### config.mk
export PLATFORM = sky130hd
export DESIGN_NAME = pe_top
export DESIGN_NICKNAME = d
export VERILOG_FILES = /design/src/pe_cfg_pkg.sv /design/src/pe_ctrl_pkg.sv /design/src/fifo_buffer.sv /design/src/mac_unit.sv /design/src/pe_controller.sv /design/src/pe_top.sv /design/src/psum_scratch_pad.sv
export SDC_FILE = /design/constraint.sdc
export NUM_CORES = 1
export LEC_CHECK = 0
export ABC_AREA = 1
export BUFFER_PORTS_ARGS = -buffer_cell sky130_fd_sc_hd__buf_2
export CAP_MARGIN = 5
export CORE_MARGIN = 2
export CORE_UTILIZATION = 63
export CTS_BUF_LIST = sky130_fd_sc_hd__clkbuf_16
export CTS_CLUSTER_SIZE = 24
export DETAILED_ROUTE_END_ITERATION = 16
export PLACE_DENSITY = 0.81
export RECOVER_POWER = 50
export SYNTH_ARGS = -nofsm -noshare
export SYNTH_HDL_FRONTEND = slang
export SYNTH_SLANG_ARGS = --single-unit
### constraint.sdc
create_clock -name clk -period 6.3 [get_ports clk]
set_input_delay 1.26 -clock clk [delete_from_list [all_inputs] [get_ports clk]]
set_output_delay 1.26 -clock clk [all_outputs]
set_load 0.005 [all_outputs]
### src/pe_cfg_pkg.sv
package pe_cfg_pkg;

    // signed weight and pixel
    localparam int DATA_WIDTH = 8;

    // signed partial sum, wraps on overflow
    localparam int PSUM_WIDTH = 24;

    // taps per filter row
    // also the pops per operation and the filter buffer depth
    localparam int FILT_LEN = 3;

    localparam int IFMAP_DEPTH = 8; // pixel buffer depth

    localparam int PSUM_DEPTH = 4; // output psum buffer depth

    // tap counter width, covers 0 .. FILT_LEN
    localparam int TAP_WIDTH = $clog2(FILT_LEN + 1);

endpackage

### src/pe_ctrl_pkg.sv
package pe_ctrl_pkg;

    // operation carried by the start strobe
    typedef enum logic [0:0] {
        OP_MAC      = 1'b0, // accumulate only
        OP_MAC_EMIT = 1'b1  // accumulate, then release psum
    } pe_op_t;

    // controller FSM
    typedef enum logic [1:0] {
        ST_IDLE      = 2'd0, // waiting for start
        ST_MAC       = 2'd1, // issuing pixel/weight pairs
        ST_EMIT_WAIT = 2'd2, // psum buffer full, hold off
        ST_DONE      = 2'd3  // one cycle, done pulse
    } pe_state_t;

endpackage

### src/fifo_buffer.sv
module fifo_buffer #(
    parameter int WIDTH = 16,
    parameter int DEPTH = 4
) (
    input  logic             clk,
    input  logic             rstn,
    input  logic             clear, // zero both counters
    input  logic             wen,
    input  logic             ren,
    input  logic [WIDTH-1:0] din,
    output logic [WIDTH-1:0] dout, // head of buffer
    output logic             full,
    output logic             empty
);

    // one slot always left unused so full and empty can be told apart
    localparam int SLOTS  = DEPTH + 1;
    localparam int ADDR_W = $clog2(SLOTS);

    logic [WIDTH-1:0]  mem [SLOTS];
    logic [ADDR_W-1:0] waddr;
    logic [ADDR_W-1:0] raddr;
    logic [ADDR_W-1:0] waddr_next;
    logic [ADDR_W-1:0] raddr_next;
    logic              do_write;
    logic              do_read;

    // advance with wrap at the last slot
    function automatic logic [ADDR_W-1:0] next_ptr(input logic [ADDR_W-1:0] ptr);
        logic [ADDR_W-1:0] nxt;
        if (ptr == ADDR_W'(SLOTS - 1)) begin
            nxt = '0;
        end else begin
            nxt = ptr + 1'b1;
        end
        return nxt;
    endfunction

    assign waddr_next = next_ptr(waddr);
    assign raddr_next = next_ptr(raddr);

    assign full  = (waddr_next == raddr); // writer one behind reader
    assign empty = (raddr == waddr);

    assign do_write = wen && !full;  // dropped when full
    assign do_read  = ren && !empty; // dropped when empty

    assign dout = mem[raddr];

    always_ff @(posedge clk) begin
        if (do_write) begin
            mem[waddr] <= din;
        end
    end

    always_ff @(posedge clk) begin
        if (!rstn) begin
            waddr <= '0;
            raddr <= '0;
        end else if (clear) begin
            waddr <= '0;
            raddr <= '0;
        end else begin
            if (do_write) begin
                waddr <= waddr_next;
            end
            if (do_read) begin
                raddr <= raddr_next;
            end
        end
    end

endmodule

### src/mac_unit.sv
module mac_unit (
    input  logic                              clk,
    input  logic                              rstn,
    input  logic                              clear,
    input  logic                              issue,      // pair popped this cycle
    input  logic                              emit,       // last pair of an emit op
    input  logic [pe_cfg_pkg::DATA_WIDTH-1:0] weight,
    input  logic [pe_cfg_pkg::DATA_WIDTH-1:0] pixel,
    output logic [pe_cfg_pkg::PSUM_WIDTH-1:0] product,
    output logic                              prod_valid,
    output logic                              prod_emit
);

    import pe_cfg_pkg::*;

    logic signed [2*DATA_WIDTH-1:0] mult;

    assign mult = $signed(pixel) * $signed(weight); // full precision product

    always_ff @(posedge clk) begin
        if (!rstn) begin
            prod_valid <= 1'b0;
            prod_emit  <= 1'b0;
        end else if (clear) begin
            prod_valid <= 1'b0; // drop pending product
            prod_emit  <= 1'b0;
        end else begin
            prod_valid <= issue;
            prod_emit  <= issue && emit;
        end
    end

    // sign extend into psum width
    always_ff @(posedge clk) begin
        if (issue) begin
            product <= {{(PSUM_WIDTH - 2*DATA_WIDTH){mult[2*DATA_WIDTH-1]}}, mult};
        end
    end

endmodule

### src/pe_controller.sv
module pe_controller (
    input  logic                              clk,
    input  logic                              rstn,
    input  logic                              start,
    input  pe_ctrl_pkg::pe_op_t               op,
    input  logic                              ifmap_empty,
    input  logic                              psum_full,
    input  logic                              weight_wen,  // external weight load
    input  logic [pe_cfg_pkg::DATA_WIDTH-1:0] weight_din,
    input  logic [pe_cfg_pkg::DATA_WIDTH-1:0] filt_dout,   // filter buffer head
    output logic                              filt_wen,
    output logic [pe_cfg_pkg::DATA_WIDTH-1:0] filt_din,
    output logic                              filt_ren,
    output logic                              ifmap_ren,
    output logic                              issue,
    output logic                              emit,
    output logic                              busy,
    output logic                              done
);

    import pe_cfg_pkg::*;
    import pe_ctrl_pkg::*;

    pe_state_t             state;
    pe_state_t             state_next;
    pe_op_t                op_q;     // opcode latched at start
    logic [TAP_WIDTH-1:0]  tap_cnt;  // pairs issued so far
    logic                  last_tap;
    logic                  wb_valid; // weight popped last cycle
    logic [DATA_WIDTH-1:0] wb_data;

    assign issue     = (state == ST_MAC) && !ifmap_empty; // empty ifmap is a stall
    assign last_tap  = (tap_cnt == TAP_WIDTH'(FILT_LEN - 1));
    assign emit      = issue && last_tap && (op_q == OP_MAC_EMIT);
    assign filt_ren  = issue;
    assign ifmap_ren = issue;
    assign busy      = (state != ST_IDLE);
    assign done      = (state == ST_DONE);

    // the weight goes back one cycle after its pop, once its slot is free,
    // so the filter row keeps its order; the last one lands in ST_DONE
    assign filt_wen = busy ? wb_valid : weight_wen; // external load only when idle
    assign filt_din = busy ? wb_data : weight_din;

    always_comb begin
        state_next = state;
        case (state)
            ST_IDLE: begin
                if (start) begin
                    if (op == OP_MAC_EMIT && psum_full) begin
                        state_next = ST_EMIT_WAIT; // no room for the result
                    end else begin
                        state_next = ST_MAC;
                    end
                end
            end
            ST_EMIT_WAIT: begin
                if (!psum_full) begin
                    state_next = ST_MAC;
                end
            end
            ST_MAC: begin
                if (issue && last_tap) begin
                    state_next = ST_DONE;
                end
            end
            ST_DONE: begin
                state_next = ST_IDLE;
            end
            default: begin
                state_next = ST_IDLE;
            end
        endcase
    end

    always_ff @(posedge clk) begin
        if (!rstn) begin
            state    <= ST_IDLE;
            op_q     <= OP_MAC;
            tap_cnt  <= '0;
            wb_valid <= 1'b0;
        end else begin
            state    <= state_next;
            wb_valid <= issue;
            if (state == ST_IDLE && start) begin
                op_q    <= op;
                tap_cnt <= '0;
            end else if (issue) begin
                tap_cnt <= last_tap ? '0 : tap_cnt + 1'b1;
            end
        end
    end

    always_ff @(posedge clk) begin
        if (issue) begin
            wb_data <= filt_dout; // weight to rewrite
        end
    end

endmodule

### src/pe_top.sv
module pe_top (
    input  logic                              clk,
    input  logic                              rstn,
    input  logic                              clear,
    input  logic                              start,
    input  pe_ctrl_pkg::pe_op_t               op,
    input  logic                              weight_wen,
    input  logic [pe_cfg_pkg::DATA_WIDTH-1:0] weight_din,
    output logic                              weight_full,
    input  logic                              ifmap_wen,
    input  logic [pe_cfg_pkg::DATA_WIDTH-1:0] ifmap_din,
    output logic                              ifmap_full,
    input  logic                              psum_ren,
    output logic [pe_cfg_pkg::PSUM_WIDTH-1:0] psum_dout,
    output logic                              psum_empty,
    output logic                              busy,
    output logic                              done
);

    import pe_cfg_pkg::*;

    logic                  filt_wen;
    logic [DATA_WIDTH-1:0] filt_din;
    logic                  filt_ren;
    logic [DATA_WIDTH-1:0] filt_dout;
    logic                  ifmap_ren;
    logic [DATA_WIDTH-1:0] ifmap_dout;
    logic                  ifmap_empty;
    logic                  issue;
    logic                  emit;
    logic [PSUM_WIDTH-1:0] product;
    logic                  prod_valid;
    logic                  prod_emit;
    logic                  psum_full;

    wire clear_idle = clear && !busy; // clear ignored mid-operation

    fifo_buffer #(
        .WIDTH(DATA_WIDTH),
        .DEPTH(FILT_LEN)
    ) filter_buffer (
        .clk  (clk),
        .rstn (rstn),
        .clear(clear_idle),
        .wen  (filt_wen),
        .ren  (filt_ren),
        .din  (filt_din),
        .dout (filt_dout),
        .full (weight_full),
        .empty()
    );

    fifo_buffer #(
        .WIDTH(DATA_WIDTH),
        .DEPTH(IFMAP_DEPTH)
    ) ifmap_buffer (
        .clk  (clk),
        .rstn (rstn),
        .clear(clear_idle),
        .wen  (ifmap_wen),
        .ren  (ifmap_ren),
        .din  (ifmap_din),
        .dout (ifmap_dout),
        .full (ifmap_full),
        .empty(ifmap_empty)
    );

    pe_controller u_controller (
        .clk(clk), .rstn(rstn), .start(start), .op(op),
        .ifmap_empty(ifmap_empty), .psum_full(psum_full),
        .weight_wen(weight_wen), .weight_din(weight_din), .filt_dout(filt_dout),
        .filt_wen(filt_wen), .filt_din(filt_din), .filt_ren(filt_ren),
        .ifmap_ren(ifmap_ren), .issue(issue), .emit(emit), .busy(busy), .done(done)
    );

    mac_unit u_mac (
        .clk(clk), .rstn(rstn), .clear(clear_idle), .issue(issue), .emit(emit),
        .weight(filt_dout), .pixel(ifmap_dout),
        .product(product), .prod_valid(prod_valid), .prod_emit(prod_emit)
    );

    psum_scratch_pad u_psum (
        .clk(clk), .rstn(rstn), .clear(clear_idle),
        .product(product), .prod_valid(prod_valid), .prod_emit(prod_emit),
        .psum_ren(psum_ren), .psum_dout(psum_dout),
        .psum_full(psum_full), .psum_empty(psum_empty)
    );

endmodule

### src/psum_scratch_pad.sv
module psum_scratch_pad (
    input  logic                              clk,
    input  logic                              rstn,
    input  logic                              clear,
    input  logic [pe_cfg_pkg::PSUM_WIDTH-1:0] product,
    input  logic                              prod_valid,
    input  logic                              prod_emit,
    input  logic                              psum_ren,
    output logic [pe_cfg_pkg::PSUM_WIDTH-1:0] psum_dout,
    output logic                              psum_full,
    output logic                              psum_empty
);

    import pe_cfg_pkg::*;

    logic [PSUM_WIDTH-1:0] acc;     // held partial sum
    logic [PSUM_WIDTH-1:0] acc_sum;
    logic                  release_psum;

    assign acc_sum      = acc + product; // wraps at psum width
    assign release_psum = prod_valid && prod_emit;

    // hold the running sum; on emit the final sum leaves and acc restarts
    always_ff @(posedge clk) begin
        if (!rstn) begin
            acc <= '0;
        end else if (clear) begin
            acc <= '0;
        end else if (prod_valid) begin
            if (prod_emit) begin
                acc <= '0;
            end else begin
                acc <= acc_sum;
            end
        end
    end

    fifo_buffer #(
        .WIDTH(PSUM_WIDTH),
        .DEPTH(PSUM_DEPTH)
    ) psum_buffer (
        .clk  (clk),
        .rstn (rstn),
        .clear(clear),
        .wen  (release_psum), // same edge as the last add
        .ren  (psum_ren),
        .din  (acc_sum),
        .dout (psum_dout),
        .full (psum_full),
        .empty(psum_empty)
    );

endmodule
==> results.cfg, run 1 <==
[logic_synthesis]
syn_nets = 1869
yosysSeqAreaShare_pct = 52.6
synth_top_area_share_pct = 45.4
yosysMostFrequentCell = nand2_1
synth_flop_cell = edfxtp_1
synthTopCellsByArea = edfxtp_1 45%, nand2_1 7.5%, dfxtp_1 7.2%, fa_1 6.8%, nor2_1 6.1%
synth.distinct_cells = 42
async_flop_share_pct = 0
syn_inst = 1718
synth_edf_count = 248
synthTopCellsByCount = 326 x nand2_1, 267 x nor2_1, 248 x edfxtp_1
synth-seq-cells = 307
yosysTopAreaCell = edfxtp_1
syn_avg_cell_area_sq_um = 9.54
synth_area_sq_um = 16400
yosys_warnings = 0

[critical_path]
endpoint = u_mac.product[13]
worstReg2RegEnd = u_mac.product[13]
critical_path.startpoint_type = flip-flop
end_kind = flip-flop
crit_type = flip-flop to flip-flop
crit_arrival_ps = 5890
crit_required_ps = 6600
rr_worst_depth = 20
r2r_setup_slack_ps = 710
critical_path.max_fanout = 17

[clock_tree]
cts_max_path_buffers = 3
cts.hold.buffers_added = 0
cts_made_buffers = 30
cts-root-buf = clkbuf_16
cts_resized = 0
cts_tree = yes
insertion_delay_ps = 570
h-tree-depth = 1
clk_pin_slew_ps = 60
post_cts_buffers = 0
cts.sink_count = 307

[grt]
overflow = 0
track_usage_pct = 26.5
grt_antenna_before_repair = 0
grt_pass1_wl_mm = 56.9
grt_start_max_net_pins = 50
grt_pass1_vias = 11900

[drt]
dr_total_vias = 11900
via_per_inst = 5.59
drtAntennaViolNets = 0
routed_wl_mm = 35.2
avgRoutedWirePerCell_microns = 16.5
drt_iter0_drc = 860
drt_first_pass_iters = 5
route.detailed.drc = 0

[layout]
fin_nets = 1925
design_area_sq_um = 17900
diodes = 0
area_delta_synth_final_pct = 9.26
nFillCells = 1917
final_layout_size_suffix_gt1_share_pct = 7.01

[floorplan]
rows = 59
initial_utilization_pct = 63.6
die_w_microns = 165
top_level_ports = 53
coreArea_sq_um = 25800
dieHeight_microns = 165
die_area_sq_um = 27300

[sta]
tns_ps = 0
slew_headroom_pct = -76.6
rsz0062_at_grt = no
final_max_slew_viol_count = 31
skew_ps = 21.1
fin_crit_ps = 5590
tightest_slew_ps = 2640
hold_violations = 0
fmax_ghz = 0.179
setup_viol = 0
min_period_over_period_pct = 88.8

[hold_path]
min_path_type = flip-flop to flip-flop

[outcome]
status = finished, violations left
violations = capacitance limit, slew limit

[placed_design]
gp_congestion = 0.955
io_buffers = 52
placed_cell_area_sq_um = 17000
dpl.hpwl_mm = 24.5

[job]
max_cap_violations = 1
## through the flow
step / std cells / util [%] / hold WS (ps) / setup WS [ps]
after floorplan: 1718 / - / 421 / 1570
after global placement: 2077 / 66.1 / 445 / 1030
after detailed placement: 2077 / 66.1 / 456 / 926
after CTS: 2133 / 69.8 / 466 / 884
after global routing: 2133 / 69.5 / 483 / 421
final: 2133 / 69.5 / 463 / 708
## placed cells by master (no fill, tap or decap), types with 3 or more instances in the layout
master,synthesis,final
dfxtp_1,59,59
nand4_1,6,6
nor3_1,20,13
clkinv_1,0,7
o211ai_1,16,17
xnor2_1,12,12
a31oi_1,24,24
nor2_1,267,272
clkbuf_16,0,32
nand2_1,326,329
fa_1,56,56
a32oi_1,6,7
nor3_2,0,7
o21ai_0,103,103
a211oi_1,4,4
and2_0,0,13
inv_1,227,243
edfxtp_1,248,248
or2_2,7,7
buf_4,3,13
ha_1,71,71
a21oi_1,73,73
xor2_1,23,23
o21ai_1,3,3
nand3_1,59,60
nand3b_1,9,9
inv_2,15,12
o21ai_2,5,5
clkbuf_1,27,14
buf_2,13,44
## critical path, stage by stage (launching register included)
cell and delay [ps]:
dfxtp_1 310, buf_4 190, inv_1 380, nand2_1 100, a32oi_1 490, inv_1 240
nor2_1 180, fa_1 460, fa_1 530, fa_1 550, inv_1 50, fa_1 520
inv_1 40, ha_1 340, a21oi_1 210, o21ai_0 150, a21oi_1 220, nor2_1 70
nand2_1 60, nand2_1 60, xor2_1 150
## worst min-delay path by stage
stage / startpoint / to / slack (ps) / depth (start not counted)
after floorplan: u_controller.op_q / u_mac.prod_emit / 420 / 2
after global placement: u_controller.op_q / u_controller.op_q / 440 / 2
after detailed placement: u_controller.op_q / u_controller.op_q / 460 / 2
after CTS: u_controller.op_q / u_controller.op_q / 470 / 2
after global routing: u_controller.op_q / u_controller.op_q / 480 / 2
final: u_controller.op_q / u_controller.op_q / 460 / 2
## cell type report
type / count / area, sq um / share of cell area (%)
clock inverter: 24 / 149 / 0.832
clock buffer: 32 / 801 / 4.47
sequential: 307 / 8630 / 48.2
inverter: 242 / 908 / 5.07
timing repair buffer: 71 / 370 / 2.07
multi-input combinational: 1122 / 6630 / 37.0
tap: 335 / 419 / 2.34
## metal layers
layer	track usage [%]	up-vias	routed length [microns]
met5	0	-	0
li1	-	5768	-
met3	3.00	84	2270
met1	32.9	5621	14200
met2	48.0	446	17600
met4	9.49	0	1120
## cells by family after synthesis
logic type               after synthesis  share of synthesized area (%)
flip-flops                           307                           52.6
buffers and inverters                289                           6.89
adder cells (fa/ha/maj)              127                           12.3
AO/OA/AOI/OAI                        240                           8.38
XOR/XNOR                              35                           1.87
AND/OR/NAND/NOR                      720                           18.0
## registers in the layout (all words and copies together) (netlist names), 2 cells and up, named ones only
signal                    count
u_psum.psum_buffer.mem      120
ifmap_buffer.mem             72
u_psum.acc                   24
u_controller.wb_data          8
u_mac.product                16
u_psum.psum_buffer.raddr      3
ifmap_buffer.raddr            4
u_controller.state            2
ifmap_buffer.waddr            4
u_controller.tap_cnt          2
filter_buffer.waddr           2
filter_buffer.raddr           2
filter_buffer.mem            32
u_psum.psum_buffer.waddr      3
Power of run 1 is not shown: default switching activity piles up to over one toggle a cycle in this logic, so the estimate is an artifact.
==> inputs of run 2 (changes only) <==
--- a/config.mk
+++ b/config.mk
@@ -8,6 +8,7 @@
 export ABC_AREA = 1
 export BUFFER_PORTS_ARGS = -buffer_cell sky130_fd_sc_hd__buf_2
 export CAP_MARGIN = 5
+export CORE_ASPECT_RATIO = 1.1
 export CORE_MARGIN = 2
 export CORE_UTILIZATION = 63
 export CTS_BUF_LIST = sky130_fd_sc_hd__clkbuf_16
==> results.cfg, run 2 (same netlist as run 1, synthesis figures left out) <==
[placed_design]
gp_congestion = 0.935
dpl.hpwl_mm = 24.3
placed_cells = 2089
io_buffers = 52
placed_cell_area_sq_um = 17000

[critical_path]
end_kind = flip-flop
crit_type = flip-flop to flip-flop
critical_path.startpoint_type = flip-flop
crit_arrival_ps = 5910
critical_path.max_fanout = 17
crit_slowest_cell = dfxtp_1
rr_worst_depth = 21
crit_top_cell = nand2_1
r2r_setup_slack_ps = 710
path_cells = inv_2 -> or2_2 -> a32oi_4 -> inv_1 -> nand2_1 -> fa_1 -> fa_1 -> inv_1 -> fa_1 -> inv_1 -> fa_1 -> inv_1 -> ha_1 -> a21oi_1 -> o21ai_0 -> a21oi_1 -> o21ai_0 -> nand2_1 -> nand2_1 -> nand2_1 -> nand2_1
crit_required_ps = 6620
cp_slowest_stage_delay_ps = 680
worstReg2RegEnd = u_mac.product[12]

[grt]
grt_antenna_before_repair = 0
overflow = 0
grt_start_max_net_pins = 50
grt_pass1_wl_mm = 56.4
grt_pass1_vias = 11800
track_usage_pct = 25.9

[hold_path]
min_path_type = flip-flop to flip-flop
hold_depth = 2
worstHoldStart = u_controller.op_q
hold_path_end = u_mac.prod_emit

[floorplan]
die_area_sq_um = 27300
coreArea_sq_um = 25400
initial_utilization_pct = 64.5
dieHeight_microns = 173
die_w_microns = 158
top_level_ports = 53
rows = 61

[drt]
route.detailed.drc = 0
avgRoutedWirePerCell_microns = 16.3
via_per_inst = 5.53
drt_iter0_drc = 948
drt_first_pass_iters = 5
drtAntennaViolNets = 0
dr_total_vias = 11900
routed_wl_mm = 35.0

[clock_tree]
h-tree-depth = 1
cts_resized = 0
cts_made_buffers = 30
post_cts_buffers = 0
cts_max_path_buffers = 3
insertion_delay_ps = 580
cts_tree = yes
clk_pin_slew_ps = 70
cts.hold.buffers_added = 0
cts-root-buf = clkbuf_16
cts.sink_count = 307

[sta]
tightest_slew_ps = 2510
min_period_over_period_pct = 88.7
final_max_slew_viol_count = 31
skew_ps = 25.4
setup_viol = 0
fin_crit_ps = 5590
fmax_ghz = 0.179
slew_headroom_pct = -67.9
rsz0062_at_grt = no
hold_violations = 0
tns_ps = 0

[layout]
final_layout_size_suffix_gt1_share_pct = 7.62
fin_nets = 1926
diodes = 0
mostFrequentLayoutCells = 329 x nand2_1, 271 x nor2_1, 248 x edfxtp_1, 236 x inv_1, 104 x o21ai_0
fin_cells = 2145
postLayoutCoreUtil_pct = 70.8
reg_top3 = u_psum.psum_buffer.mem (120), ifmap_buffer.mem (72), filter_buffer.mem (32)
largest_reg_flops = 120
final_common_cell = nand2_1
design_area_sq_um = 18000
area_delta_synth_final_pct = 9.86
top_register = u_psum.psum_buffer.mem

[outcome]
violations = capacitance limit, slew limit
status = finished, violations left

[job]
max_cap_violations = 1
## run 2: metal layers
layer	GRT usage [%]	part of all wire, %	up-vias
li1	-	-	5752
met1	31.6	40	5621
met2	46.6	52	395
met3	2.86	5.2	91
met4	10.0	3.2	0
met5	0	0	-
## run 2: layout make-up
| class | count | area [sq um] |
|---|---|---|
| Sequential cell | 307 | 8630 |
| Clock inverter | 26 | 292 |
| Tap cell | 346 | 433 |
| Multi-Input combinational cell | 1122 | 6620 |
| Inverter | 242 | 908 |
| Timing Repair Buffer | 72 | 370 |
| Clock buffer | 30 | 751 |
| Fill cell | 1882 | 7410 |
## run 2: worst max-delay path by stage
stage                          from                 to  slack (ps)  cells after the start
after detailed placement  flip-flop  u_mac.product[12]         770                     21
after floorplan           flip-flop  u_mac.product[12]        1570                     27
final                     flip-flop  u_mac.product[12]         710                     21
after global placement    flip-flop  u_mac.product[12]        1010                     21
after CTS                 flip-flop  u_mac.product[12]         750                     21
after global routing      flip-flop  u_mac.product[12]         240                     21
## run 2: critical path, delay by kind of cell, from the launching register on
family / cells / cell delay (ps)
flops: 1 / 680
fa+ha+maj: 5 / 2380
compound gates: 5 / 980
buf+inv: 5 / 560
simple gates: 6 / 730
## run 2: per-stage QoR
stage,worst slack (ps),hold slack (ps)
2_1_floorplan,1570,421
3_3_place_gp,1010,438
3_5_place_dp,775,447
4_1_cts,752,454
5_1_grt,236,479
6_report,710,453
Power of run 2 is left out for the same reason.
==> inputs of run 3 (changes only) <==
==> constraint.sdc (replaced) <==
create_clock -name clk -period 6.2 [get_ports clk]
set_input_delay 1.24 -clock clk [delete_from_list [all_inputs] [get_ports clk]]
set_output_delay 1.24 -clock clk [all_outputs]
set_load 0.005 [all_outputs]
==> results.cfg, run 3 (same netlist as run 1, synthesis figures left out) <==
[outcome]
status = finished, violations left
violations = capacitance limit, slew limit

[placed_design]
placed_cells = 2090
gp_congestion = 0.936
dpl.hpwl_mm = 24.2
placed_cell_area_sq_um = 17100
io_buffers = 52

[job]
max_cap_violations = 1

[critical_path]
r2r_setup_slack_ps = 700
endpoint = u_mac.product[13]
path_cells = inv_2 -> nor2_1 -> nor2_1 -> o21ai_0 -> o211ai_1 -> nand3_1 -> o21ai_1 -> inv_2 -> nor2_1 -> fa_1 -> fa_1 -> fa_1 -> inv_1 -> fa_1 -> inv_1 -> ha_1 -> a21oi_1 -> o21ai_0 -> a21oi_1 -> nor2_1 -> nand2_1 -> nand2_1 -> xor2_1
worstReg2RegEnd = u_mac.product[13]
crit_slowest_cell = fa_1
critical_path.max_fanout = 32
crit_arrival_ps = 5800
crit_type = flip-flop to flip-flop
rr_worst_depth = 23
cp_slowest_stage_delay_ps = 540
crit_required_ps = 6500
end_kind = flip-flop
critical_path.startpoint_type = flip-flop

[sta]
final_max_slew_viol_count = 31
fmax_ghz = 0.182
rsz0062_at_grt = no
fin_hold_ws_ps = 456
skew_ps = 25.4
slew_headroom_pct = -68.9
setup_viol = 0
fin_crit_ps = 5500
tightest_slew_ps = 2520
min_period_over_period_pct = 88.7
hold_violations = 0
tns_ps = 0

[hold_path]
min_path_type = flip-flop to flip-flop
hold_depth = 2

[floorplan]
initial_utilization_pct = 64.5
dieHeight_microns = 173
die_w_microns = 158
rows = 61
top_level_ports = 53
coreArea_sq_um = 25400
die_area_sq_um = 27300

[clock_tree]
h-tree-depth = 1
cts_tree = yes
cts_resized = 0
insertion_delay_ps = 570
post_cts_buffers = 0
cts_max_path_buffers = 3
cts-root-buf = clkbuf_16
cts.hold.buffers_added = 0
cts_made_buffers = 29
cts.sink_count = 307
clk_pin_slew_ps = 60

[layout]
fin_cells = 2144
final_layout_size_suffix_gt1_share_pct = 7.62
fin_nets = 1926
reg_top3 = u_psum.psum_buffer.mem (120), ifmap_buffer.mem (72), filter_buffer.mem (32)
design_area_sq_um = 17900
largest_reg_flops = 120
mostFrequentLayoutCells = 329 x nand2_1, 270 x nor2_1, 248 x edfxtp_1, 229 x inv_1, 103 x o21ai_0
area_delta_synth_final_pct = 9.40
final_common_cell = nand2_1
nFillCells = 1889
top_register = u_psum.psum_buffer.mem
diodes = 0

[grt]
grt_pass1_wl_mm = 56.1
track_usage_pct = 25.6
grt_start_max_net_pins = 50
grt_antenna_before_repair = 0
grt_pass1_vias = 11900
overflow = 0

[drt]
drt_iter0_drc = 935
dr_total_vias = 11800
route.detailed.drc = 0
drt_first_pass_iters = 6
avgRoutedWirePerCell_microns = 16.1
drtAntennaViolNets = 0
via_per_inst = 5.51
routed_wl_mm = 34.5
-- run 3: changes by cell type in the layout (fill, tap and decap cells not counted), sizes merged --
cell,delta
bufinv,-2
inv,-6
clkinv,+5
clkbuf,-3
buf,+3
clkinvlp,+2
-- run 3: area by class of cell --
type | instances | area (sq um) | area share (%)
Inverter | 242 | 908 | 5.07
Sequential cell | 307 | 8630 | 48.1
Timing Repair Buffer | 73 | 385 | 2.15
Tap cell | 346 | 433 | 2.41
Multi-Input combinational cell | 1122 | 6630 | 37.0
Clock inverter | 25 | 223 | 1.24
Clock buffer | 29 | 726 | 4.05
-- run 3: how the worst min path moves through the flow --
stage                            startpoint               to
after floorplan           u_controller.op_q  u_mac.prod_emit
after global placement    u_controller.op_q  u_mac.prod_emit
after detailed placement  u_controller.op_q  u_mac.prod_emit
after CTS                 u_controller.op_q  u_mac.prod_emit
after global routing         u_psum.acc[21]   u_psum.acc[21]
final                     u_controller.op_q  u_mac.prod_emit
-- run 3: routing by layer --
metal,up-vias,part of all wire [%],global-route usage [%]
met5,-,0,0
met4,0,2.9,8.83
met3,91,4.9,3.41
met2,356,52,46.9
met1,5605,40,30.6
li1,5758,-,-
-- run 3: worst max-delay path: cells and delay by family (launching register included) --
family                   cells  cell delay, ps
adder cells (fa/ha/maj)      5            2380
AO/OA/AOI/OAI                6            1090
buffers and inverters        4             650
AND/OR/NAND/NOR              7             650
flip-flops                   1             310
XOR/XNOR                     1             140
-- run 3: through the flow --
step,util [%],setup WS [ps]
final,70.5,700
after global routing,70.5,334
after CTS,70.8,721
after detailed placement,67.1,772
after global placement,67.1,922
after floorplan,-,1470
Power of run 3 is left out for the same reason.
